--- config.mk ---
export PLATFORM = sky130hd
export DESIGN_NAME = hni_qos_top
export DESIGN_NICKNAME = d
export VERILOG_FILES = /design/src/hw/chi_pkg.sv /design/src/hw/hni_pkg.sv /design/src/hw/hni_rsp_fifo.sv /design/src/hw/hni_qos_admit.sv /design/src/hw/hni_mshr_tracker.sv /design/src/hw/hni_retry_bank.sv /design/src/hw/hni_qos_top.sv
export SDC_FILE = /design/constraint.sdc
export NUM_CORES = 1
export LEC_CHECK = 0
export ABC_AREA = 1
export BUFFER_PORTS_ARGS = -buffer_cell sky130_fd_sc_hd__buf_2
export CORE_MARGIN = 1
export CORE_UTILIZATION = 60
export CTS_CLUSTER_DIAMETER = 120
export DETAILED_ROUTE_END_ITERATION = 8
export PLACE_DENSITY = 0.79
export SLEW_MARGIN = 20
export SYNTH_ARGS = -nofsm -noshare
export SYNTH_HDL_FRONTEND = slang
export SYNTH_SLANG_ARGS = --single-unit
--- constraint.sdc ---
create_clock -name clk -period 3.8 [get_ports clk]
set_input_delay 0.19 -clock clk [delete_from_list [all_inputs] [get_ports clk]]
set_output_delay 0.19 -clock clk [all_outputs]
set_load 0.05 [all_outputs]
--- src/hw/chi_pkg.sv ---
package chi_pkg;

    localparam int SRCID_W    = 11;
    localparam int TXNID_W    = 12;
    localparam int QOS_W      = 4;
    localparam int PCRDTYPE_W = 4;

    // request flit cut down to the fields used for admission
    typedef struct packed {
        logic [SRCID_W-1:0] srcid;
        logic [TXNID_W-1:0] txnid;
        logic [QOS_W-1:0]   qos;
        logic               allowretry;
    } req_flit_t;

    typedef struct packed {
        logic [SRCID_W-1:0]    srcid;
        logic [TXNID_W-1:0]    txnid;
        logic [QOS_W-1:0]      qos;
        logic [PCRDTYPE_W-1:0] pcrdtype;
    } retryack_t;

    typedef struct packed {
        logic [SRCID_W-1:0]    srcid;
        logic [QOS_W-1:0]      qos;
        logic [PCRDTYPE_W-1:0] pcrdtype;
    } pcrdgnt_t;

    // one bit per credit type
    localparam logic [PCRDTYPE_W-1:0] PCRD_LOW  = 4'b0001;
    localparam logic [PCRDTYPE_W-1:0] PCRD_HIGH = 4'b0010;

endpackage

--- src/hw/hni_pkg.sv ---
package hni_pkg;

    import chi_pkg::*;

    // class split on the request qos field
    localparam logic [QOS_W-1:0] QOS_HIGH_MIN = 4'd8;
    localparam logic [QOS_W-1:0] QOS_LOW_MAX  = 4'd7;

    // qos carried on a credit grant
    localparam logic [QOS_W-1:0] GRANT_QOS_HIGH = 4'd15;
    localparam logic [QOS_W-1:0] GRANT_QOS_LOW  = 4'd0;

    typedef enum logic {
        QOS_CLASS_LOW  = 1'b0,
        QOS_CLASS_HIGH = 1'b1
    } qos_class_e;

    // refused dynamic request, as seen by the retry bank
    typedef struct packed {
        logic               valid;
        logic [SRCID_W-1:0] srcid;
        logic               high;
    } retry_rec_t;

    // retirement with the pool class stored for the entry
    typedef struct packed {
        logic       valid;
        qos_class_e cls;
    } retire_info_t;

endpackage

--- src/hw/hni_rsp_fifo.sv ---
`timescale 1ns/1ps

module hni_rsp_fifo #(
    parameter int  FIFO_DEPTH = 4,
    parameter type payload_t  = logic
) (
    input  logic     clk,
    input  logic     rst,
    input  logic     push,
    input  payload_t push_data,
    output logic     valid,
    output payload_t data,
    input  logic     ready
);

    localparam int PTR_W = (FIFO_DEPTH > 1) ? $clog2(FIFO_DEPTH) : 1;
    localparam int CNT_W = $clog2(FIFO_DEPTH + 1);

    payload_t         mem_q [FIFO_DEPTH];
    logic [PTR_W-1:0] wr_ptr_q;
    logic [PTR_W-1:0] rd_ptr_q;
    logic [CNT_W-1:0] count_q;
    logic             full;
    logic             pop;
    logic             push_ok;

    function automatic logic [PTR_W-1:0] ptr_inc(input logic [PTR_W-1:0] ptr);
        return (ptr == PTR_W'(FIFO_DEPTH - 1)) ? '0 : ptr + 1'b1;
    endfunction

    assign full  = (count_q == CNT_W'(FIFO_DEPTH));
    assign valid = (count_q != '0);
    assign data  = mem_q[rd_ptr_q];
    assign pop   = valid & ready;

    // full queue only takes a push when an item leaves
    assign push_ok = push & (~full | pop);

    always_ff @(posedge clk or posedge rst) begin
        if (rst) begin
            wr_ptr_q <= '0;
            rd_ptr_q <= '0;
            count_q  <= '0;
        end else begin
            if (push_ok) begin
                wr_ptr_q <= ptr_inc(wr_ptr_q);
            end
            if (pop) begin
                rd_ptr_q <= ptr_inc(rd_ptr_q);
            end
            count_q <= count_q + CNT_W'(push_ok) - CNT_W'(pop);
        end
    end

    always_ff @(posedge clk) begin
        if (push_ok) begin
            mem_q[wr_ptr_q] <= push_data;
        end
    end

endmodule

--- src/hw/hni_qos_admit.sv ---
`timescale 1ns/1ps

module hni_qos_admit
    import chi_pkg::*;
    import hni_pkg::*;
#(
    parameter int HIGH_POOL_NUM = 2,
    parameter int LOW_POOL_NUM  = 2
) (
    input  logic         clk,
    input  logic         rst,
    input  logic         req_valid,
    input  req_flit_t    req,
    input  retire_info_t retire,
    input  logic         retire_reserve,
    input  logic         reserved_avail,
    output logic         alloc_en,
    output logic         retry,
    output qos_class_e   alloc_class,
    output logic         dyn_alloc,
    output retry_rec_t   retry_rec,
    output logic         retryack_push,
    output retryack_t    retryack_data
);

    localparam int POOL_MAX = (HIGH_POOL_NUM > LOW_POOL_NUM) ? HIGH_POOL_NUM : LOW_POOL_NUM;
    localparam int CNT_W    = $clog2(POOL_MAX + 1);

    logic       is_high;
    logic       req_dyn;
    logic       req_static;
    logic       use_high;
    logic       use_low;
    logic       can_alloc;
    // index 1 is the high pool, 0 the low pool
    logic [1:0] pool_sel;
    logic [1:0] pool_full_q;
    logic [1:0] pool_inc;
    logic [1:0] pool_dec;

    assign is_high    = (req.qos >= QOS_HIGH_MIN);
    assign req_dyn    = req_valid & req.allowretry;
    assign req_static = req_valid & ~req.allowretry;

    // high tries its own pool first, then borrows from low
    assign use_high  = is_high & ~pool_full_q[1];
    assign use_low   = ~use_high & ~pool_full_q[0];
    assign can_alloc = use_high | use_low;
    assign pool_sel  = {use_high, use_low};

    assign dyn_alloc   = req_dyn & can_alloc;
    assign retry       = req_dyn & ~can_alloc;
    assign alloc_en    = dyn_alloc | (req_static & reserved_avail);
    assign alloc_class = use_high ? QOS_CLASS_HIGH : QOS_CLASS_LOW;

    for (genvar g = 0; g < 2; g++) begin : g_pool
        localparam int NUM = (g == 1) ? HIGH_POOL_NUM : LOW_POOL_NUM;

        logic [CNT_W-1:0] cnt_q;
        logic [CNT_W-1:0] cnt_ns;

        assign pool_inc[g] = dyn_alloc & pool_sel[g];
        // reserved retirements keep their pool slot
        assign pool_dec[g] = retire.valid & ~retire_reserve & (retire.cls == qos_class_e'(g));
        assign cnt_ns      = pool_inc[g] ? cnt_q + 1'b1 : cnt_q - 1'b1;

        always_ff @(posedge clk or posedge rst) begin
            if (rst) begin
                cnt_q          <= '0;
                pool_full_q[g] <= 1'b0;
            end else if (pool_inc[g] ^ pool_dec[g]) begin
                cnt_q          <= cnt_ns;
                pool_full_q[g] <= (cnt_ns == CNT_W'(NUM));
            end
        end
    end

    assign retry_rec = '{valid: retry, srcid: req.srcid, high: is_high};

    assign retryack_push = retry;
    assign retryack_data = '{
        srcid:    req.srcid,
        txnid:    req.txnid,
        qos:      req.qos,
        pcrdtype: is_high ? PCRD_HIGH : PCRD_LOW
    };

endmodule

--- src/hw/hni_mshr_tracker.sv ---
`timescale 1ns/1ps

module hni_mshr_tracker
    import hni_pkg::*;
#(
    parameter int  MSHR_ENTRIES = 4,
    localparam int IDX_W        = (MSHR_ENTRIES > 1) ? $clog2(MSHR_ENTRIES) : 1
) (
    input  logic             clk,
    input  logic             rst,
    input  logic             alloc_en,
    input  logic             dyn_alloc,
    input  qos_class_e       alloc_class,
    input  logic             static_req,
    input  logic             retire_valid,
    input  logic [IDX_W-1:0] retire_idx,
    input  logic             retire_reserve,
    output logic [IDX_W-1:0] alloc_idx,
    output logic             reserved_avail,
    output retire_info_t     retire
);

    logic [MSHR_ENTRIES-1:0] busy_q;
    logic [MSHR_ENTRIES-1:0] rsvd_q;
    logic [MSHR_ENTRIES-1:0] static_used_q;
    logic [MSHR_ENTRIES-1:0] dyn_avail;
    logic [MSHR_ENTRIES-1:0] static_avail;
    logic [MSHR_ENTRIES-1:0] alloc_oh;
    logic [MSHR_ENTRIES-1:0] retire_oh;
    logic [MSHR_ENTRIES-1:0] rsvd_set;
    logic [IDX_W-1:0]        dyn_idx;
    logic [IDX_W-1:0]        static_idx;
    qos_class_e              cls_q [MSHR_ENTRIES];

    function automatic logic [IDX_W-1:0] lowest(input logic [MSHR_ENTRIES-1:0] vec);
        logic [IDX_W-1:0] idx;
        idx = '0;
        for (int i = MSHR_ENTRIES - 1; i >= 0; i--) begin
            if (vec[i]) begin
                idx = IDX_W'(i);
            end
        end
        return idx;
    endfunction

    // reserved entries are held back for static requests
    assign dyn_avail    = ~busy_q & ~rsvd_q;
    assign static_avail = ~busy_q & rsvd_q;

    assign dyn_idx        = lowest(dyn_avail);
    assign static_idx     = lowest(static_avail);
    assign alloc_idx      = static_req ? static_idx : dyn_idx;
    assign reserved_avail = |static_avail;

    always_comb begin
        alloc_oh  = '0;
        retire_oh = '0;
        if (alloc_en) begin
            alloc_oh[alloc_idx] = 1'b1;
        end
        if (retire_valid) begin
            retire_oh[retire_idx] = 1'b1;
        end
    end

    assign rsvd_set = retire_oh & {MSHR_ENTRIES{retire_reserve}};

    always_ff @(posedge clk or posedge rst) begin
        if (rst) begin
            busy_q        <= '0;
            rsvd_q        <= '0;
            static_used_q <= '0;
        end else begin
            busy_q        <= (busy_q | alloc_oh) & ~retire_oh;
            // cleared the cycle after a static request takes the entry
            rsvd_q        <= (rsvd_q & ~static_used_q) | rsvd_set;
            static_used_q <= alloc_oh & {MSHR_ENTRIES{static_req}};
        end
    end

    // pool class of the dynamic owner, kept across static reuse
    always_ff @(posedge clk) begin
        if (dyn_alloc) begin
            cls_q[alloc_idx] <= alloc_class;
        end
    end

    assign retire = '{valid: retire_valid, cls: cls_q[retire_idx]};

endmodule

--- src/hw/hni_retry_bank.sv ---
`timescale 1ns/1ps

module hni_retry_bank
    import chi_pkg::*;
    import hni_pkg::*;
#(
    parameter int RET_BANK_ENTRIES = 4
) (
    input  logic         clk,
    input  logic         rst,
    input  retry_rec_t   retry_rec,
    input  retire_info_t retire,
    output logic         retire_reserve,
    output logic         grant_push,
    output pcrdgnt_t     grant_data
);

    localparam int IDX_W = (RET_BANK_ENTRIES > 1) ? $clog2(RET_BANK_ENTRIES) : 1;
    // waiting count per slot and class, saturates
    localparam int CNT_W = 4;

    logic [RET_BANK_ENTRIES-1:0] slot_v_q;
    logic [SRCID_W-1:0]          srcid_q [RET_BANK_ENTRIES];
    logic [CNT_W-1:0]            h_cnt_q [RET_BANK_ENTRIES];
    logic [CNT_W-1:0]            l_cnt_q [RET_BANK_ENTRIES];
    logic [IDX_W-1:0]            next_q;
    logic [RET_BANK_ENTRIES-1:0] match_vec;
    logic [RET_BANK_ENTRIES-1:0] next_oh;
    logic [RET_BANK_ENTRIES-1:0] h_inc;
    logic [RET_BANK_ENTRIES-1:0] l_inc;
    logic [RET_BANK_ENTRIES-1:0] h_dec;
    logic [RET_BANK_ENTRIES-1:0] l_dec;
    logic [RET_BANK_ENTRIES-1:0] h_live;
    logic [RET_BANK_ENTRIES-1:0] l_live;
    logic                        new_src;
    logic                        high_any;
    logic                        low_any;
    logic                        h_win;
    logic                        l_win;
    logic [IDX_W-1:0]            win_idx;
    logic                        win_v_q;
    logic                        win_high_q;
    logic [IDX_W-1:0]            win_idx_q;

    function automatic logic [IDX_W-1:0] lowest(input logic [RET_BANK_ENTRIES-1:0] vec);
        logic [IDX_W-1:0] idx;
        idx = '0;
        for (int i = RET_BANK_ENTRIES - 1; i >= 0; i--) begin
            if (vec[i]) begin
                idx = IDX_W'(i);
            end
        end
        return idx;
    endfunction

    function automatic logic [CNT_W-1:0] cnt_next(input logic [CNT_W-1:0] cnt,
                                                  input logic             inc,
                                                  input logic             dec);
        logic [CNT_W-1:0] nxt;
        nxt = cnt;
        if (inc && !dec && cnt != '1) begin
            nxt = cnt + 1'b1;
        end else if (dec && !inc) begin
            nxt = cnt - 1'b1;
        end
        return nxt;
    endfunction

    assign new_src = retry_rec.valid & ~(|match_vec);

    for (genvar i = 0; i < RET_BANK_ENTRIES; i++) begin : g_slot
        assign match_vec[i] = slot_v_q[i] & (srcid_q[i] == retry_rec.srcid);
        assign next_oh[i]   = (next_q == IDX_W'(i));
        assign h_inc[i]     = retry_rec.valid & retry_rec.high & match_vec[i];
        assign l_inc[i]     = retry_rec.valid & ~retry_rec.high & match_vec[i];
        assign h_dec[i]     = win_v_q & win_high_q & (win_idx_q == IDX_W'(i));
        assign l_dec[i]     = win_v_q & ~win_high_q & (win_idx_q == IDX_W'(i));

        // last waiter already being granted no longer counts
        assign h_live[i] = (h_cnt_q[i] != '0) & ~(h_dec[i] & (h_cnt_q[i] == CNT_W'(1)));
        assign l_live[i] = (l_cnt_q[i] != '0) & ~(l_dec[i] & (l_cnt_q[i] == CNT_W'(1)));

        always_ff @(posedge clk or posedge rst) begin
            if (rst) begin
                h_cnt_q[i] <= '0;
                l_cnt_q[i] <= '0;
            end else if (new_src && next_oh[i]) begin
                // overwritten slot restarts with this refusal
                h_cnt_q[i] <= {{(CNT_W-1){1'b0}}, retry_rec.high};
                l_cnt_q[i] <= {{(CNT_W-1){1'b0}}, ~retry_rec.high};
            end else begin
                h_cnt_q[i] <= cnt_next(h_cnt_q[i], h_inc[i], h_dec[i]);
                l_cnt_q[i] <= cnt_next(l_cnt_q[i], l_inc[i], l_dec[i]);
            end
        end

        always_ff @(posedge clk) begin
            if (new_src && next_oh[i]) begin
                srcid_q[i] <= retry_rec.srcid;
            end
        end
    end

    always_ff @(posedge clk or posedge rst) begin
        if (rst) begin
            slot_v_q <= '0;
            next_q   <= '0;
        end else if (new_src) begin
            slot_v_q <= slot_v_q | next_oh;
            next_q   <= (next_q == IDX_W'(RET_BANK_ENTRIES - 1)) ? '0 : next_q + 1'b1;
        end
    end

    // high first, low only on a low-class retirement
    assign high_any       = |h_live;
    assign low_any        = |l_live;
    assign h_win          = retire.valid & high_any;
    assign l_win          = retire.valid & ~high_any & low_any & (retire.cls == QOS_CLASS_LOW);
    assign retire_reserve = h_win | l_win;
    assign win_idx        = h_win ? lowest(h_live) : lowest(l_live);

    always_ff @(posedge clk or posedge rst) begin
        if (rst) begin
            win_v_q    <= 1'b0;
            win_high_q <= 1'b0;
        end else begin
            win_v_q    <= retire_reserve;
            win_high_q <= h_win;
        end
    end

    always_ff @(posedge clk) begin
        if (retire_reserve) begin
            win_idx_q <= win_idx;
        end
    end

    assign grant_push = win_v_q;
    assign grant_data = '{
        srcid:    srcid_q[win_idx_q],
        qos:      win_high_q ? GRANT_QOS_HIGH : GRANT_QOS_LOW,
        pcrdtype: win_high_q ? PCRD_HIGH : PCRD_LOW
    };

endmodule

--- src/hw/hni_qos_top.sv ---
`timescale 1ns/1ps

module hni_qos_top
    import chi_pkg::*;
    import hni_pkg::*;
#(
    parameter int  HIGH_POOL_NUM    = 2,
    parameter int  LOW_POOL_NUM     = 2,
    parameter int  MSHR_ENTRIES     = HIGH_POOL_NUM + LOW_POOL_NUM,
    parameter int  RET_BANK_ENTRIES = 4,
    parameter int  FIFO_DEPTH       = 4,
    localparam int IDX_W            = (MSHR_ENTRIES > 1) ? $clog2(MSHR_ENTRIES) : 1
) (
    input  logic             clk,
    input  logic             rst,
    input  logic             req_valid,
    input  req_flit_t        req,
    input  logic             retire_valid,
    input  logic [IDX_W-1:0] retire_idx,
    output logic             alloc_en,
    output logic [IDX_W-1:0] alloc_idx,
    output logic             retry,
    output logic             retryack_valid,
    output retryack_t        retryack,
    input  logic             retryack_ready,
    output logic             pcrdgnt_valid,
    output pcrdgnt_t         pcrdgnt,
    input  logic             pcrdgnt_ready
);

    retire_info_t retire;
    logic         retire_reserve;
    logic         reserved_avail;
    logic         dyn_alloc;
    qos_class_e   alloc_class;
    retry_rec_t   retry_rec;
    logic         retryack_push;
    retryack_t    retryack_data;
    logic         grant_push;
    pcrdgnt_t     grant_data;

    hni_qos_admit #(
        .HIGH_POOL_NUM (HIGH_POOL_NUM),
        .LOW_POOL_NUM  (LOW_POOL_NUM)
    ) u_admit (
        .clk            (clk),
        .rst            (rst),
        .req_valid      (req_valid),
        .req            (req),
        .retire         (retire),
        .retire_reserve (retire_reserve),
        .reserved_avail (reserved_avail),
        .alloc_en       (alloc_en),
        .retry          (retry),
        .alloc_class    (alloc_class),
        .dyn_alloc      (dyn_alloc),
        .retry_rec      (retry_rec),
        .retryack_push  (retryack_push),
        .retryack_data  (retryack_data)
    );

    hni_mshr_tracker #(
        .MSHR_ENTRIES (MSHR_ENTRIES)
    ) u_tracker (
        .clk            (clk),
        .rst            (rst),
        .alloc_en       (alloc_en),
        .dyn_alloc      (dyn_alloc),
        .alloc_class    (alloc_class),
        .static_req     (req_valid & ~req.allowretry),
        .retire_valid   (retire_valid),
        .retire_idx     (retire_idx),
        .retire_reserve (retire_reserve),
        .alloc_idx      (alloc_idx),
        .reserved_avail (reserved_avail),
        .retire         (retire)
    );

    hni_retry_bank #(
        .RET_BANK_ENTRIES (RET_BANK_ENTRIES)
    ) u_retry_bank (
        .clk            (clk),
        .rst            (rst),
        .retry_rec      (retry_rec),
        .retire         (retire),
        .retire_reserve (retire_reserve),
        .grant_push     (grant_push),
        .grant_data     (grant_data)
    );

    hni_rsp_fifo #(
        .FIFO_DEPTH (FIFO_DEPTH),
        .payload_t  (retryack_t)
    ) u_retryack_fifo (
        .clk       (clk),
        .rst       (rst),
        .push      (retryack_push),
        .push_data (retryack_data),
        .valid     (retryack_valid),
        .data      (retryack),
        .ready     (retryack_ready)
    );

    hni_rsp_fifo #(
        .FIFO_DEPTH (FIFO_DEPTH),
        .payload_t  (pcrdgnt_t)
    ) u_pcrdgnt_fifo (
        .clk       (clk),
        .rst       (rst),
        .push      (grant_push),
        .push_data (grant_data),
        .valid     (pcrdgnt_valid),
        .data      (pcrdgnt),
        .ready     (pcrdgnt_ready)
    );

endmodule

### Word-level counts from Yosys, hierarchy flattened

Memories as Yosys holds them, arrays and structs flattened. A register that Yosys moved wholly into a read port is not among the register bits.
Cells that the tools add are included.

| word-level totals | value |
|---|---|
| output and inout port bits | 56 |
| memories | 4 |
| bits of input ports | 36 |
| word-level logic and storage cells | 356 |
| memory bits (writable) | 232 |
| bits in registers | 74 |

| cells by class | value |
|---|---|
| bitwise gates (word level) | 102 |
| add/sub/neg operators | 29 |
| reductions and logical operators | 73 |
| multiplexer cells | 83 |
| equality and inequality tests | 34 |
| magnitude comparators | 5 |

Memory list:

| memory | words | bits a word | rd ports | clocked after Yosys merged registers in | wr ports | line | text |
|---|---|---|---|---|---|---|---|
| u_retryack_fifo.mem_q | 4 | 29 | 1 | 0 | 1 | hni_rsp_fifo.sv:19 | `payload_t mem_q [FIFO_DEPTH];` |
| u_pcrdgnt_fifo.mem_q | 4 | 17 | 1 | 0 | 1 | hni_rsp_fifo.sv:19 |  |
| u_retry_bank.srcid_q | 4 | 11 | 5 | 1 | 1 | hni_retry_bank.sv:23 | `logic [SRCID_W-1:0] srcid_q [RET_BANK_ENTRIES];` |
| u_tracker.cls_q | 4 | 1 | 1 | 0 | 1 | hni_mshr_tracker.sv:33 | `qos_class_e cls_q [MSHR_ENTRIES];` |

Operator list:

| operator | count |
|---|---|
| 4-bit 2-to-1 mux | 27 |
| 2-bit 2-to-1 mux | 31 |
| 1-bit AND | 61 |
| 11-bit equality test | 4 |
| 11-bit 2-to-1 mux | 3 |
| 11-bit OR reduction | 3 |
| 4-bit by 1-bit adder with 4-bit output, second input constant | 8 |
| 4-bit by 1-bit equality test with 1-bit output, second input constant | 8 |
| 4-bit != test, second input constant | 8 |
| 4-bit nonzero test | 8 |
| 4-bit by 1-bit subtractor with 4-bit output, second input constant | 8 |
| 1-bit logical AND | 30 |
| 3-bit nonzero test | 10 |
| 4-bit AND | 6 |
| 1-bit NOT | 21 |
| 2-bit equality test, second input constant | 10 |
| 1-bit 2-to-1 mux | 20 |
| 1-bit logical NOT | 16 |
| 4-bit NOT | 4 |
| 4-bit OR reduction | 4 |
| 2-bit by 1-bit adder with 2-bit output, second input constant | 7 |
| 4-bit OR | 3 |
| 3-bit by 1-bit adder with 3-bit output | 2 |
| 3-bit equality test, second input constant | 2 |
| other kinds (10) | 22 |

### Depth between registers and ports, before layout

Gate-level depths: netlist of the first run.

| depth | value |
|---|---|
| word-level depth | 15 |
| mapped depth | 14 |

### Cells and area by module

A second synthesis of the first run with hierarchy kept.

| second synthesis, totals | value |
|---|---|
| cells, all modules | 1,841 |
| area total of the unflattened synthesis | 17,259.1 um2 |

Modules (own cells, without submodules):

| module | area an instance (um2) | instances | seq. area each (um2) | cells an instance |
|---|---|---|---|---|
| hni_retry_bank | 6,682.7 | 1 | 2,422.3 | 932 |
| hni_rsp_fifo at u_retryack_fifo | 5,464.0 | 1 | 3,898.7 | 419 |
| hni_rsp_fifo at u_pcrdgnt_fifo | 3,492.1 | 1 | 2,457.4 | 279 |
| hni_mshr_tracker | 822.0 | 1 | 420.4 | 102 |
| hni_qos_admit | 788.3 | 1 | 150.1 | 107 |
| hni_qos_top | 10.0 | 1 | 0.0 | 2 |

### Worst setup path before layout of the first run

Ideal clock, no wire load.

| path | value |
|---|---|
| kind | flip-flop to flip-flop |
| start point | register u_admit.pool_full_q[1] |
| end point | memory u_retryack_fifo.mem_q[0][0] (netlist bit), enable pin |
| library setup time | 0.415 ns |
| buffers on the path | 0 |
| stages on the path, launching flop included | 9 |
| data arrival time | 2.554 ns |
| setup slack | 0.831 ns |
| cell sequence | dfrtp_1 inv_1 nand2_1 nand2_1 nor2_4 inv_2 nor2_1 inv_1 nor2_1 |

| between the ends | value |
|---|---|
| word-level cells in the longest chain between the ends | 10 |

Ends and longest elaborated chain:

| what | line | text |
|---|---|---|
| from (decl) | hni_qos_admit.sv:37 | `logic [1:0] pool_full_q;` |
| from (signal, indexed assignment) | hni_qos_admit.sv:73 | `pool_full_q[g] <= (cnt_ns == CNT_W'(NUM));` |
| 1-bit NOT (*) | hni_qos_admit.sv:46 | `assign use_high = is_high & ~pool_full_q[1];` |
| 1-bit AND (*) | hni_qos_admit.sv:46 |  |
| 1-bit NOT | hni_qos_admit.sv:47 | `assign use_low = ~use_high & ~pool_full_q[0];` |
| 1-bit AND | hni_qos_admit.sv:47 |  |
| 1-bit OR (*) | hni_qos_admit.sv:48 | `assign can_alloc = use_high \| use_low;` |
| 1-bit NOT (*) | hni_qos_admit.sv:52 | `assign retry = req_dyn & ~can_alloc;` |
| 1-bit AND (*) | hni_qos_admit.sv:52 |  |
| net retry | hni_qos_top.sv:22 | `output logic retry,` |
| 1-bit AND (*) | hni_rsp_fifo.sv:37 | `assign push_ok = push & (~full \| pop);` |
| net u_retryack_fifo.push_ok | hni_rsp_fifo.sv:25 | `logic push_ok;` |
| 1-bit 2-to-1 mux (*) | hni_rsp_fifo.sv:56 | `if (push_ok) begin` |
| 1-bit 2-to-1 mux (implied by the code) (*) | hni_rsp_fifo.sv:57 | `mem_q[wr_ptr_q] <= push_data;` |
| to (decl) | hni_rsp_fifo.sv:19 |  |

Mark *: on every way through the listed nets, which the timed path passes. The rest lies on a longest branch.

==> results.py, run 1 <==
metrics = {
    "outcome": {
        "status": "completed",
    },
    "cts": {
        "cts_made_buffers": 29,
        "clk_pin_slew_ps": 60,
        "clock_path_buffers": 3,
        "cts_tree": "built",
        "cts_resized": 0,
        "cts_root_buf": "clkbuf_16",
        "cts_htree_levels": 1,
        "clkLatencyLatePin_ps": 540,
        "ctsHoldBuffers": 18,
        "cts_num_sinks": 292,
        "postCtsSetupBuffers": 0,
    },
    "setup_path": {
        "rrSetupSlack_ps": 1160,
        "crit_required_ps": 3610,
        "cp-end-kind": "output port",
        "worst_r2r_path_depth": 9,
        "crit_fanout": 31,
        "r2r-start": "u_admit.pool_full_q[1]$_DFFE_PP0P_",
        "startpoint_type": "register",
        "reg2reg_to": "u_retryack_fifo.mem_q[2][17]$_DFFE_PP_",
        "crit_type": "reg -> out",
        "arrival_ps": 2930,
    },
    "die": {
        "die_y_um": 157,
        "core_sq_um": 23500,
        "dieWidth_um": 157,
        "die-area_sq_um": 24700,
        "start_util": 0.614,
        "num_rows": 56,
        "io_pins": 92,
    },
    "hold_path": {
        "min_path_cells": 1,
        "hold_end": "u_retryack_fifo.mem_q[0][24]$_DFFE_PP_",
        "worstHoldPathType": "in -> reg",
        "hold_path.startpoint": "req[23]",
    },
    "global_routing": {
        "grt_pass1_wl_um": 52900,
        "grt_max_degree": 61,
        "grt-ovfl-total": 0,
        "antenna_found_initial": 0,
        "grt_usage": 0.272,
        "grt_pass1_vias": 10700,
    },
    "placed_design": {
        "hpwlAfterDp_um": 22100,
        "io_buffers": 87,
        "gp_congestion": 0.981,
    },
    "sta": {
        "fin_crit_sh": 0.820,
        "tns_ps": 0,
        "finalHoldViolCount": 0,
        "fin_crit_ps": 3120,
        "whs_ps": 25.8,
        "fmax_mhz": 321,
        "rsz0062_at_grt": "no",
        "setup_violations": 0,
        "max-slew-margin-rel": 0.382,
        "fin_skew_ps": 10.3,
        "final_max_slew_viol_count": 0,
        "worst_pin_slew_ps": 926,
    },
    "synth": {
        "synth_area_leader_cell": "edfxtp_1",
        "ys.flop_type": "edfxtp_1",
        "postSynthCellCount": 1522,
        "synth_async_sr_flop_share": 0.247,
        "avgSynthCellArea_sq_um": 9.50,
        "synth_top_area_share": 0.453,
        "synth_warnings": 0,
        "synth_enable_flop_cells": 218,
        "ys_ff_latch": 292,
        "synthTopCellsByArea": "edfxtp_1 45%, dfrtp_1 12%, nand2_1 8.0%",
        "ys_seq_area_frac": 0.580,
        "syn_area_sq_um": 14500,
        "synth.distinct_cells": 43,
    },
    "pwr": {
        "ir_drop_mv": 0.637,
        "powerDensity_nw_per_um2": 768,
        "leakagePower_nw": 7.12,
    },
    "layout": {
        "synthToLayoutAreaGrowth_pct": 13.1,
        "layout-drive-gt1-share": 0.118,
        "nets": 1715,
    },
    "drt": {
        "wire_per_inst_um": 16.8,
        "dr.pass1.iters": 6,
        "drc_errors": 0,
        "vias_per_cell": 5.63,
        "vias": 11100,
        "drt_iter0_markers": 1005,
        "totalWireLength_um": 33100,
        "ant_nets": 0,
    },
    "run": {
        "drv_cap": 0,
    },
}
## state kept, by name (all words and copies together), names as in the netlist, 3 cells and up, named ones only
signal and count:
u_retry_bank.slot_v_q 4, u_retryack_fifo.count_q 3, u_tracker.static_used_q 4, u_admit.g_pool.cnt_q 4
u_tracker.rsvd_q 4, u_pcrdgnt_fifo.count_q 3, u_retry_bank.l_cnt_q 16, u_retry_bank.h_cnt_q 16
u_pcrdgnt_fifo.mem_q 52, u_tracker.busy_q 4, u_tracker.cls_q 4, u_retry_bank.srcid_q 44
u_retryack_fifo.mem_q 116
## logic make-up after synthesis
group / after synthesis / share of synthesized area
compound gates: 246 / 0.0916
other cells: 1 / 0.000259
fa+ha+maj: 52 / 0.0460
xor+xnor: 42 / 0.0254
flops: 292 / 0.580
simple gates: 653 / 0.192
buf+inv: 235 / 0.0638
mux: 1 / 0.000692
## Yosys cell counts, types with 9 or more instances
cell type / count
nor3_1: 19
o21ai_1: 18
inv_2: 18
edfxtp_1: 218
clkbuf_1: 35
ha_1: 50
nand2_1: 307
xor2_1: 21
o22ai_1: 49
nand4_1: 27
dfrtp_1: 72
buf_4: 9
nand3_1: 83
xnor2_1: 21
a21oi_1: 36
o21ai_0: 130
inv_1: 167
nor2_1: 183
## critical path, cell delays in order (launching register included)
cell	delay, ps
dfrtp_1	720
inv_1	860
o21ai_0	280
o22ai_1	210
buf_2	300
## final cells by class
| class | instances | area (sq um) |
|---|---|---|
| diodes | 1 | 2.50 |
| inverters | 186 | 698 |
| repair buffers | 120 | 728 |
| clock buffers | 33 | 741 |
| clock inverters | 20 | 233 |
| flip-flops and latches | 292 | 8390 |
| multi-input cells | 998 | 5170 |
| fillers | 1720 | 7180 |
| well taps | 319 | 399 |
## layout by cell type (no fill, tap or decap), types with 21 or more instances in the layout
cell type / netlist / layout
xnor2_1: 21 / 21
ha_1: 50 / 50
nand4_1: 27 / 27
a21oi_1: 36 / 36
buf_2: 4 / 87
nand2_1: 307 / 307
o22ai_1: 49 / 49
o21ai_0: 130 / 130
nand3_1: 83 / 83
xor2_1: 21 / 21
dfrtp_1: 72 / 72
inv_1: 167 / 166
clkbuf_16: 0 / 29
edfxtp_1: 218 / 218
nor2_1: 183 / 179
## metal layers
| layer | share of wire | vias up | global-route usage |
|---|---|---|---|
| met3 | 0.057 | 62 | 0.0264 |
| met2 | 0.50 | 414 | 0.479 |
| met4 | 0.025 | 0 | 0.0832 |
| met1 | 0.42 | 5297 | 0.358 |
| li1 | - | 5318 | - |
| met5 | 0 | - | 0 |
## worst max-delay path by stage
stage	end	start	slack (ps)
floorplan	u_retryack_fifo.mem_q[0][0]$_DFFE_PP_	u_admit.pool_full_q[1]$_DFFE_PP0P_	830
global placement	u_retryack_fifo.mem_q[2][12]$_DFFE_PP_	req[4]	1320
detailed placement	u_retryack_fifo.mem_q[2][5]$_DFFE_PP_	req[4]	1170
CTS	retryack[6]	u_retryack_fifo.rd_ptr_q[1]$_DFFE_PP0P_	680
global route	retryack[6]	u_retryack_fifo.rd_ptr_q[1]$_DFFE_PP0P_	510
finish	retryack[6]	u_retryack_fifo.rd_ptr_q[1]$_DFFE_PP0P_	680
## metrics by stage
stage                     setup slack (ps)  total power (W)   util  instance area [sq um]  cells
final                                  685           0.0126  0.695                  16400   1969
after global placement                1320          0.00943  0.646                  15200   1897
after CTS                              683           0.0126  0.695                  16400   1968
after floorplan                        831          0.00846      -                  14500   1525
after detailed placement              1170          0.00961  0.646                  15200   1897
after global routing                   511           0.0133  0.695                  16400   1968
## where the power goes
part	internal, W	switching, W
clock network	0.00174	0.00120
logic	0.00142	0.00356
registers	0.00410	0.000557
total	0.00725	0.00532
No activity file was read; power rests on OpenSTA's default activity.
==> run 2: changes to the inputs <==
--- a/config.mk
+++ b/config.mk
@@ -5,7 +5,7 @@
 export SDC_FILE = /design/constraint.sdc
 export NUM_CORES = 1
 export LEC_CHECK = 0
-export ABC_AREA = 1
+export ABC_AREA = 0
 export BUFFER_PORTS_ARGS = -buffer_cell sky130_fd_sc_hd__buf_2
 export CORE_MARGIN = 1
 export CORE_UTILIZATION = 60
==> constraint.sdc (replaced) <==
create_clock -name clk -period 3.23 [get_ports clk]
set_input_delay 0.1615 -clock clk [delete_from_list [all_inputs] [get_ports clk]]
set_output_delay 0.1615 -clock clk [all_outputs]
set_load 0.05 [all_outputs]
==> results.py, run 2 <==
metrics = {
    "outcome": {
        "status": "completed",
    },
    "sta": {
        "finalHoldViolCount": 0,
        "fin_crit_ps": 2640,
        "tns_ps": 0,
        "final_max_slew_viol_count": 0,
        "fin_crit_sh": 0.818,
        "worst_pin_slew_ps": 933,
        "rsz0062_at_grt": "no",
        "timing.final.ws_setup_ps": 587,
        "setup_violations": 0,
        "fin_skew_ps": 13.8,
        "max-slew-margin-rel": 0.377,
        "fmax_mhz": 378,
    },
    "drt": {
        "ant_nets": 0,
        "dr.pass1.iters": 5,
        "wire_per_inst_um": 20.2,
        "drc_errors": 0,
        "drt_iter0_markers": 540,
        "vias_per_cell": 6.10,
        "vias": 8388,
        "totalWireLength_um": 27800,
    },
    "placed_design": {
        "io_buffers": 87,
        "gp_congestion": 0.861,
        "place_ws_ps": 614,
        "hpwlAfterDp_um": 17900,
    },
    "synth": {
        "synth_warnings": 0,
        "syn_area_sq_um": 13700,
        "ys_ff_latch": 292,
        "synth.most_common_cell": "edfxtp_1",
        "postSynthCellCount": 943,
        "synth_area_leader_cell": "edfxtp_1",
        "avgSynthCellArea_sq_um": 14.5,
        "synthTopCellsByArea": "edfxtp_1 48%, dfrtp_1 13%, mux4_2 8.9%",
        "synth_enable_flop_cells": 218,
        "synth_async_sr_flop_share": 0.247,
        "synth_common_cells": "218 x edfxtp_1, 73 x xnor2_1, 72 x dfrtp_1, 56 x nand2_1, 54 x mux4_2",
        "synth_top_area_share": 0.478,
        "ys.flop_type": "edfxtp_1",
        "synth.distinct_cells": 58,
        "ys_seq_area_frac": 0.612,
    },
    "cts": {
        "clkLatencyLatePin_ps": 560,
        "clk_pin_slew_ps": 60,
        "postCtsSetupBuffers": 0,
        "cts_root_buf": "clkbuf_16",
        "cts_made_buffers": 30,
        "cts_tree": "built",
        "cts_num_sinks": 292,
        "clock_path_buffers": 3,
        "cts_htree_levels": 1,
    },
    "layout": {
        "synthToLayoutAreaGrowth_pct": 14.6,
        "nFillCells": 1424,
        "diodes": 0,
        "regMostFlops": "u_retryack_fifo.mem_q",
        "layout_commonest_cell": "edfxtp_1",
        "seqCellArea_sq_um": 8390,
        "largest_reg_flops": 116,
        "reg_top3": "u_retryack_fifo.mem_q (116), u_pcrdgnt_fifo.mem_q (52), u_retry_bank.srcid_q (44)",
        "mostFrequentLayoutCells": "218 x edfxtp_1, 87 x buf_2, 73 x xnor2_1, 71 x dfrtp_1, 56 x nand2_1",
        "layout-drive-gt1-share": 0.216,
        "multi_input_area_sq_um": 4910,
        "nets": 1159,
    },
    "global_routing": {
        "grt_usage": 0.246,
        "grt_pass1_vias": 8443,
        "grt-ovfl-total": 0,
        "grt_max_degree": 32,
        "antenna_found_initial": 0,
        "grt_pass1_wl_um": 44700,
    },
    "pwr": {
        "ir_drop_mv": 0.741,
        "leakagePower_nw": 5.76,
        "powerDensity_nw_per_um2": 891,
    },
    "die": {
        "num_rows": 54,
        "die_y_um": 153,
        "start_util": 0.620,
        "die-area_sq_um": 23400,
        "core_sq_um": 22100,
        "io_pins": 92,
        "dieWidth_um": 153,
    },
    "setup_path": {
        "cp-end-kind": "output port",
        "arrival_ps": 2480,
        "crit_fanout": 21,
        "crit_type": "reg -> out",
        "crit_required_ps": 3070,
        "startpoint_type": "register",
    },
    "run": {
        "drv_cap": 0,
    },
    "hold_path": {
        "worstHoldPathType": "in -> reg",
    },
}
==> run 2: worst max-delay path, stage by stage (launching register included) <==
cell     delay [ps]
dfrtp_2         830
buf_4           320
mux4_2          520
buf_2           230
==> run 2: area by class of cell <==
cell class / count / area share
well taps: 280 / 0.0223
clock inverters: 14 / 0.00948
clock buffers: 41 / 0.0531
repair buffers: 138 / 0.0572
inverters: 47 / 0.0112
flip-flops and latches: 292 / 0.534
multi-input cells: 562 / 0.313
==> run 2: metrics by stage <==
| step | total power (W) | std cells | cell area [sq um] | hold WS, ps | utilization |
|---|---|---|---|---|---|
| 6_report | 0.0140 | 1374 | 15700 | 18.8 | 0.711 |
| 4_1_cts | 0.0141 | 1374 | 15700 | 4.74 | 0.711 |
| 3_3_place_gp | 0.0104 | 1287 | 14400 | 181 | 0.652 |
| 5_1_grt | 0.0147 | 1374 | 15700 | 54.1 | 0.711 |
| 2_1_floorplan | 0.00946 | 946 | 13700 | 254 | - |
| 3_5_place_dp | 0.0106 | 1287 | 14400 | 181 | 0.652 |
==> run 2: worst paths after layout <==
check | slack [ps] | to | cells past startpoint | from
worst max-delay path | 590 | retryack[15] | 3 | u_retryack_fifo.rd_ptr_q[0]$_DFFE_PP0P_
worst min-delay path | 20 | u_retryack_fifo.rd_ptr_q[0]$_DFFE_PP0P_ | 3 | retryack_ready
worst max register to register | 630 | register | 6 | u_retry_bank.win_high_q$_DFF_PP0_
worst min register to register | 430 | u_tracker.rsvd_q[1]$_DFF_PP0_ | 1 | u_tracker.static_used_q[1]$_DFF_PP0_
max in group asynchronous | 2280 | u_pcrdgnt_fifo.wr_ptr_q[0]$_DFFE_PP0P_ | 4 | rst
min in group asynchronous | 160 | u_retryack_fifo.count_q[0]$_DFF_PP0_ | 3 | rst
==> run 2: power breakdown <==
part	internal (W)	leakage [nW]	switching, W
logic	0.00181	2.43	0.00312
clock network	0.00204	0.475	0.00140
registers	0.00487	2.85	0.000772
==> run 2: cell families (layout without fill, tap and decap cells) <==
group / count (synthesis) / after routing / share of synthesized area
adder cells (fa/ha/maj): 52 / 52 / 0.0486
AND/OR/NAND/NOR: 253 / 253 / 0.102
XOR/XNOR: 78 / 78 / 0.0498
multiplexers: 90 / 90 / 0.116
buffers and inverters: 92 / 240 / 0.0304
AO/OA/AOI/OAI: 85 / 85 / 0.0404
flip-flops: 292 / 292 / 0.612
other: 1 / 4 / 0.000274
==> run 2: repair_timing <==
action / CTS / global route
hold buffers: 32 / 0
gates resized for setup: 0 / 0
endpoints found under the hold margin: 168 / 0
setup endpoints to repair: 0 / 0
==> run 2: per-layer routing <==
metal  share of wire  global-route usage  vias up
li1                -                   -     3809
met1            0.42               0.332     4202
met2            0.48               0.403      307
met3           0.062              0.0369       70
met4           0.038              0.0996        0
met5               0                   0        -
==> run 3: changes to the inputs <==
--- a/config.mk
+++ b/config.mk
@@ -5,13 +5,13 @@
 export SDC_FILE = /design/constraint.sdc
 export NUM_CORES = 1
 export LEC_CHECK = 0
-export ABC_AREA = 0
+export ABC_AREA = 1
 export BUFFER_PORTS_ARGS = -buffer_cell sky130_fd_sc_hd__buf_2
 export CORE_MARGIN = 1
-export CORE_UTILIZATION = 60
+export CORE_UTILIZATION = 55
 export CTS_CLUSTER_DIAMETER = 120
 export DETAILED_ROUTE_END_ITERATION = 8
-export PLACE_DENSITY = 0.79
+export PLACE_DENSITY = 0.76
 export SLEW_MARGIN = 20
 export SYNTH_ARGS = -nofsm -noshare
 export SYNTH_HDL_FRONTEND = slang
==> constraint.sdc (replaced) <==
create_clock -name clk -period 2.2 [get_ports clk]
set_input_delay 0.11 -clock clk [delete_from_list [all_inputs] [get_ports clk]]
set_output_delay 0.11 -clock clk [all_outputs]
set_load 0.05 [all_outputs]
==> results.py, run 3 (same netlist as run 1, synthesis figures left out) <==
metrics = {
    "die": {
        "core_sq_um": 25500,
        "io_pins": 92,
        "num_rows": 58,
        "die-area_sq_um": 26900,
        "die_y_um": 164,
        "dieWidth_um": 164,
        "start_util": 0.568,
    },
    "cts": {
        "cts_tree": "built",
        "clkLatencyLatePin_ps": 560,
        "cts_root_buf": "clkbuf_16",
        "clock_path_buffers": 3,
        "clk_pin_slew_ps": 60,
        "cts_htree_levels": 1,
        "cts_num_sinks": 292,
        "cts_made_buffers": 30,
    },
    "pwr": {
        "leakagePower_nw": 7.41,
        "clkPwrFrac": 0.240,
        "power.switching_fraction": 0.418,
        "ir_drop_mv": 1.19,
        "powerDensity_nw_per_um2": 1310,
        "seqPwrFrac": 0.352,
        "power_frac_comb": 0.408,
        "p_int_w": 0.0130,
        "p_sw_w": 0.00936,
    },
    "layout": {
        "reg_top3": "u_retryack_fifo.mem_q (116), u_pcrdgnt_fifo.mem_q (52), u_retry_bank.srcid_q (44)",
        "regMostFlops": "u_retryack_fifo.mem_q",
        "utilization": 0.670,
        "layout_commonest_cell": "nand2_1",
        "layout-drive-gt1-share": 0.147,
        "nets": 1769,
        "synthToLayoutAreaGrowth_pct": 18.1,
        "largest_reg_flops": 116,
        "nFillCells": 1916,
        "mostFrequentLayoutCells": "307 x nand2_1, 218 x edfxtp_1, 176 x nor2_1, 162 x inv_1, 127 x o21ai_0",
        "diodes": 0,
    },
    "drt": {
        "drc_errors": 0,
        "vias": 11100,
        "vias_per_cell": 5.47,
        "wire_per_inst_um": 16.2,
        "ant_nets": 0,
        "totalWireLength_um": 33000,
        "dr.pass1.iters": 5,
        "drt_iter0_markers": 925,
    },
    "setup_path": {
        "rrSetupSlack_ps": 150,
        "crit_fanout": 30,
        "startpoint_type": "register",
        "worst_r2r_path_depth": 14,
        "arrival_ps": 1980,
        "reg2reg_to": "u_retry_bank.l_cnt_q[9]$_DFFE_PP0P_",
        "r2r-start": "u_admit.pool_full_q[1]$_DFFE_PP0P_",
        "crit_required_ps": 2090,
        "cp-end-kind": "output port",
        "crit_type": "reg -> out",
    },
    "sta": {
        "fin_skew_ps": 25.4,
        "worst_pin_slew_ps": 683,
        "fin_crit_ps": 2090,
        "fmax_mhz": 479,
        "timing.final.ws_setup_ps": 112,
        "finalHoldViolCount": 0,
        "final_max_slew_viol_count": 0,
        "rsz0062_at_grt": "yes",
        "setup_violations": 0,
        "max-slew-margin-rel": 0.545,
        "fin_crit_sh": 0.949,
    },
    "outcome": {
        "status": "completed",
    },
    "global_routing": {
        "grt_usage": 0.248,
        "antenna_found_initial": 0,
        "grt-ovfl-total": 0,
        "grt_pass1_vias": 10800,
        "grt_pass1_wl_um": 52700,
        "grt_max_degree": 73,
    },
    "placed_design": {
        "io_buffers": 87,
        "place_ws_ps": 22.5,
        "gp_congestion": 0.943,
        "hpwlAfterDp_um": 22100,
    },
    "hold_path": {
        "min_path_cells": 4,
        "hold_path.startpoint": "req[0]",
        "worstHoldPathType": "in -> reg",
        "hold_end": "u_tracker.static_used_q[1]$_DFF_PP0_",
    },
    "run": {
        "drv_cap": 0,
    },
}
==> run 3: how the worst max path moves through the flow <==
| stage | startpoint | end | slack (ps) |
|---|---|---|---|
| final | u_retryack_fifo.rd_ptr_q[1]$_DFFE_PP0P_ | retryack[27] | 110 |
| after global routing | u_retry_bank.win_high_q$_DFF_PP0_ | u_admit.g_pool[0].cnt_q[0]$_DFFE_PP0P_ | -6 |
| after CTS | u_retryack_fifo.rd_ptr_q[1]$_DFFE_PP0P_ | retryack[20] | 20 |
| after detailed placement | u_retry_bank.win_high_q$_DFF_PP0_ | u_admit.g_pool[0].cnt_q[1]$_DFFE_PP0P_ | 20 |
| after global placement | u_retry_bank.win_high_q$_DFF_PP0_ | u_admit.pool_full_q[0]$_DFFE_PP0P_ | 20 |
| after floorplan | u_admit.pool_full_q[1]$_DFFE_PP0P_ | u_retryack_fifo.mem_q[0][0]$_DFFE_PP_ | 10 |
==> run 3: final cells by class <==
class / instances / area [sq um] / area share
clock buffers: 33 / 762 / 0.0446
clock inverters: 23 / 294 / 0.0172
inverters: 186 / 712 / 0.0417
multi-input cells: 998 / 5240 / 0.307
flip-flops and latches: 292 / 8390 / 0.491
well taps: 330 / 413 / 0.0242
repair buffers: 173 / 1270 / 0.0744
==> run 3: routing by layer <==
| layer | track usage | part of all wire | vias to the layer above |
|---|---|---|---|
| met5 | 0 | 0 | - |
| met3 | 0.0295 | 0.065 | 73 |
| li1 | - | - | 5427 |
| met2 | 0.427 | 0.49 | 400 |
| met1 | 0.325 | 0.42 | 5227 |
| met4 | 0.0816 | 0.030 | 0 |
==> run 3: repair_timing <==
action / in CTS / in global routing
endpoints found under the setup margin: 6 / 64
pin swaps: 0 / 2
resized for setup: 2 / 18
buffers inserted: 0 / 8
hold endpoints to repair: 220 / 0
hold buffers: 33 / 0
==> run 3: power groups by stage <==
stage               Clock [W]  Sequential [W]  Combinational [W]
finish                0.00537         0.00787            0.00914
floorplan                   0         0.00766            0.00702
CTS                   0.00543         0.00785            0.00902
global route          0.00565         0.00800             0.0100
detailed placement          0         0.00794            0.00891
global placement            0         0.00789            0.00866
==> run 3: worst max-delay path, cell delays in order, from the launching register on <==
cell,delay [ps]
dfrtp_1,470
inv_1,110
buf_6,250
o21ai_0,130
o22ai_1,150
buf_2,310
==> run 3: stage by stage <==
stage	power (W)	hold WS [ps]	area, sq um	std cells	setup TNS (ps)
floorplan	0.0147	209	14500	1525	0
global placement	0.0166	230	15500	1938	0
detailed placement	0.0168	236	15500	1938	0
CTS	0.0223	2.57	16900	2027	0
global route	0.0237	41.2	17100	2035	-6.53
finish	0.0224	23.3	17100	2035	0
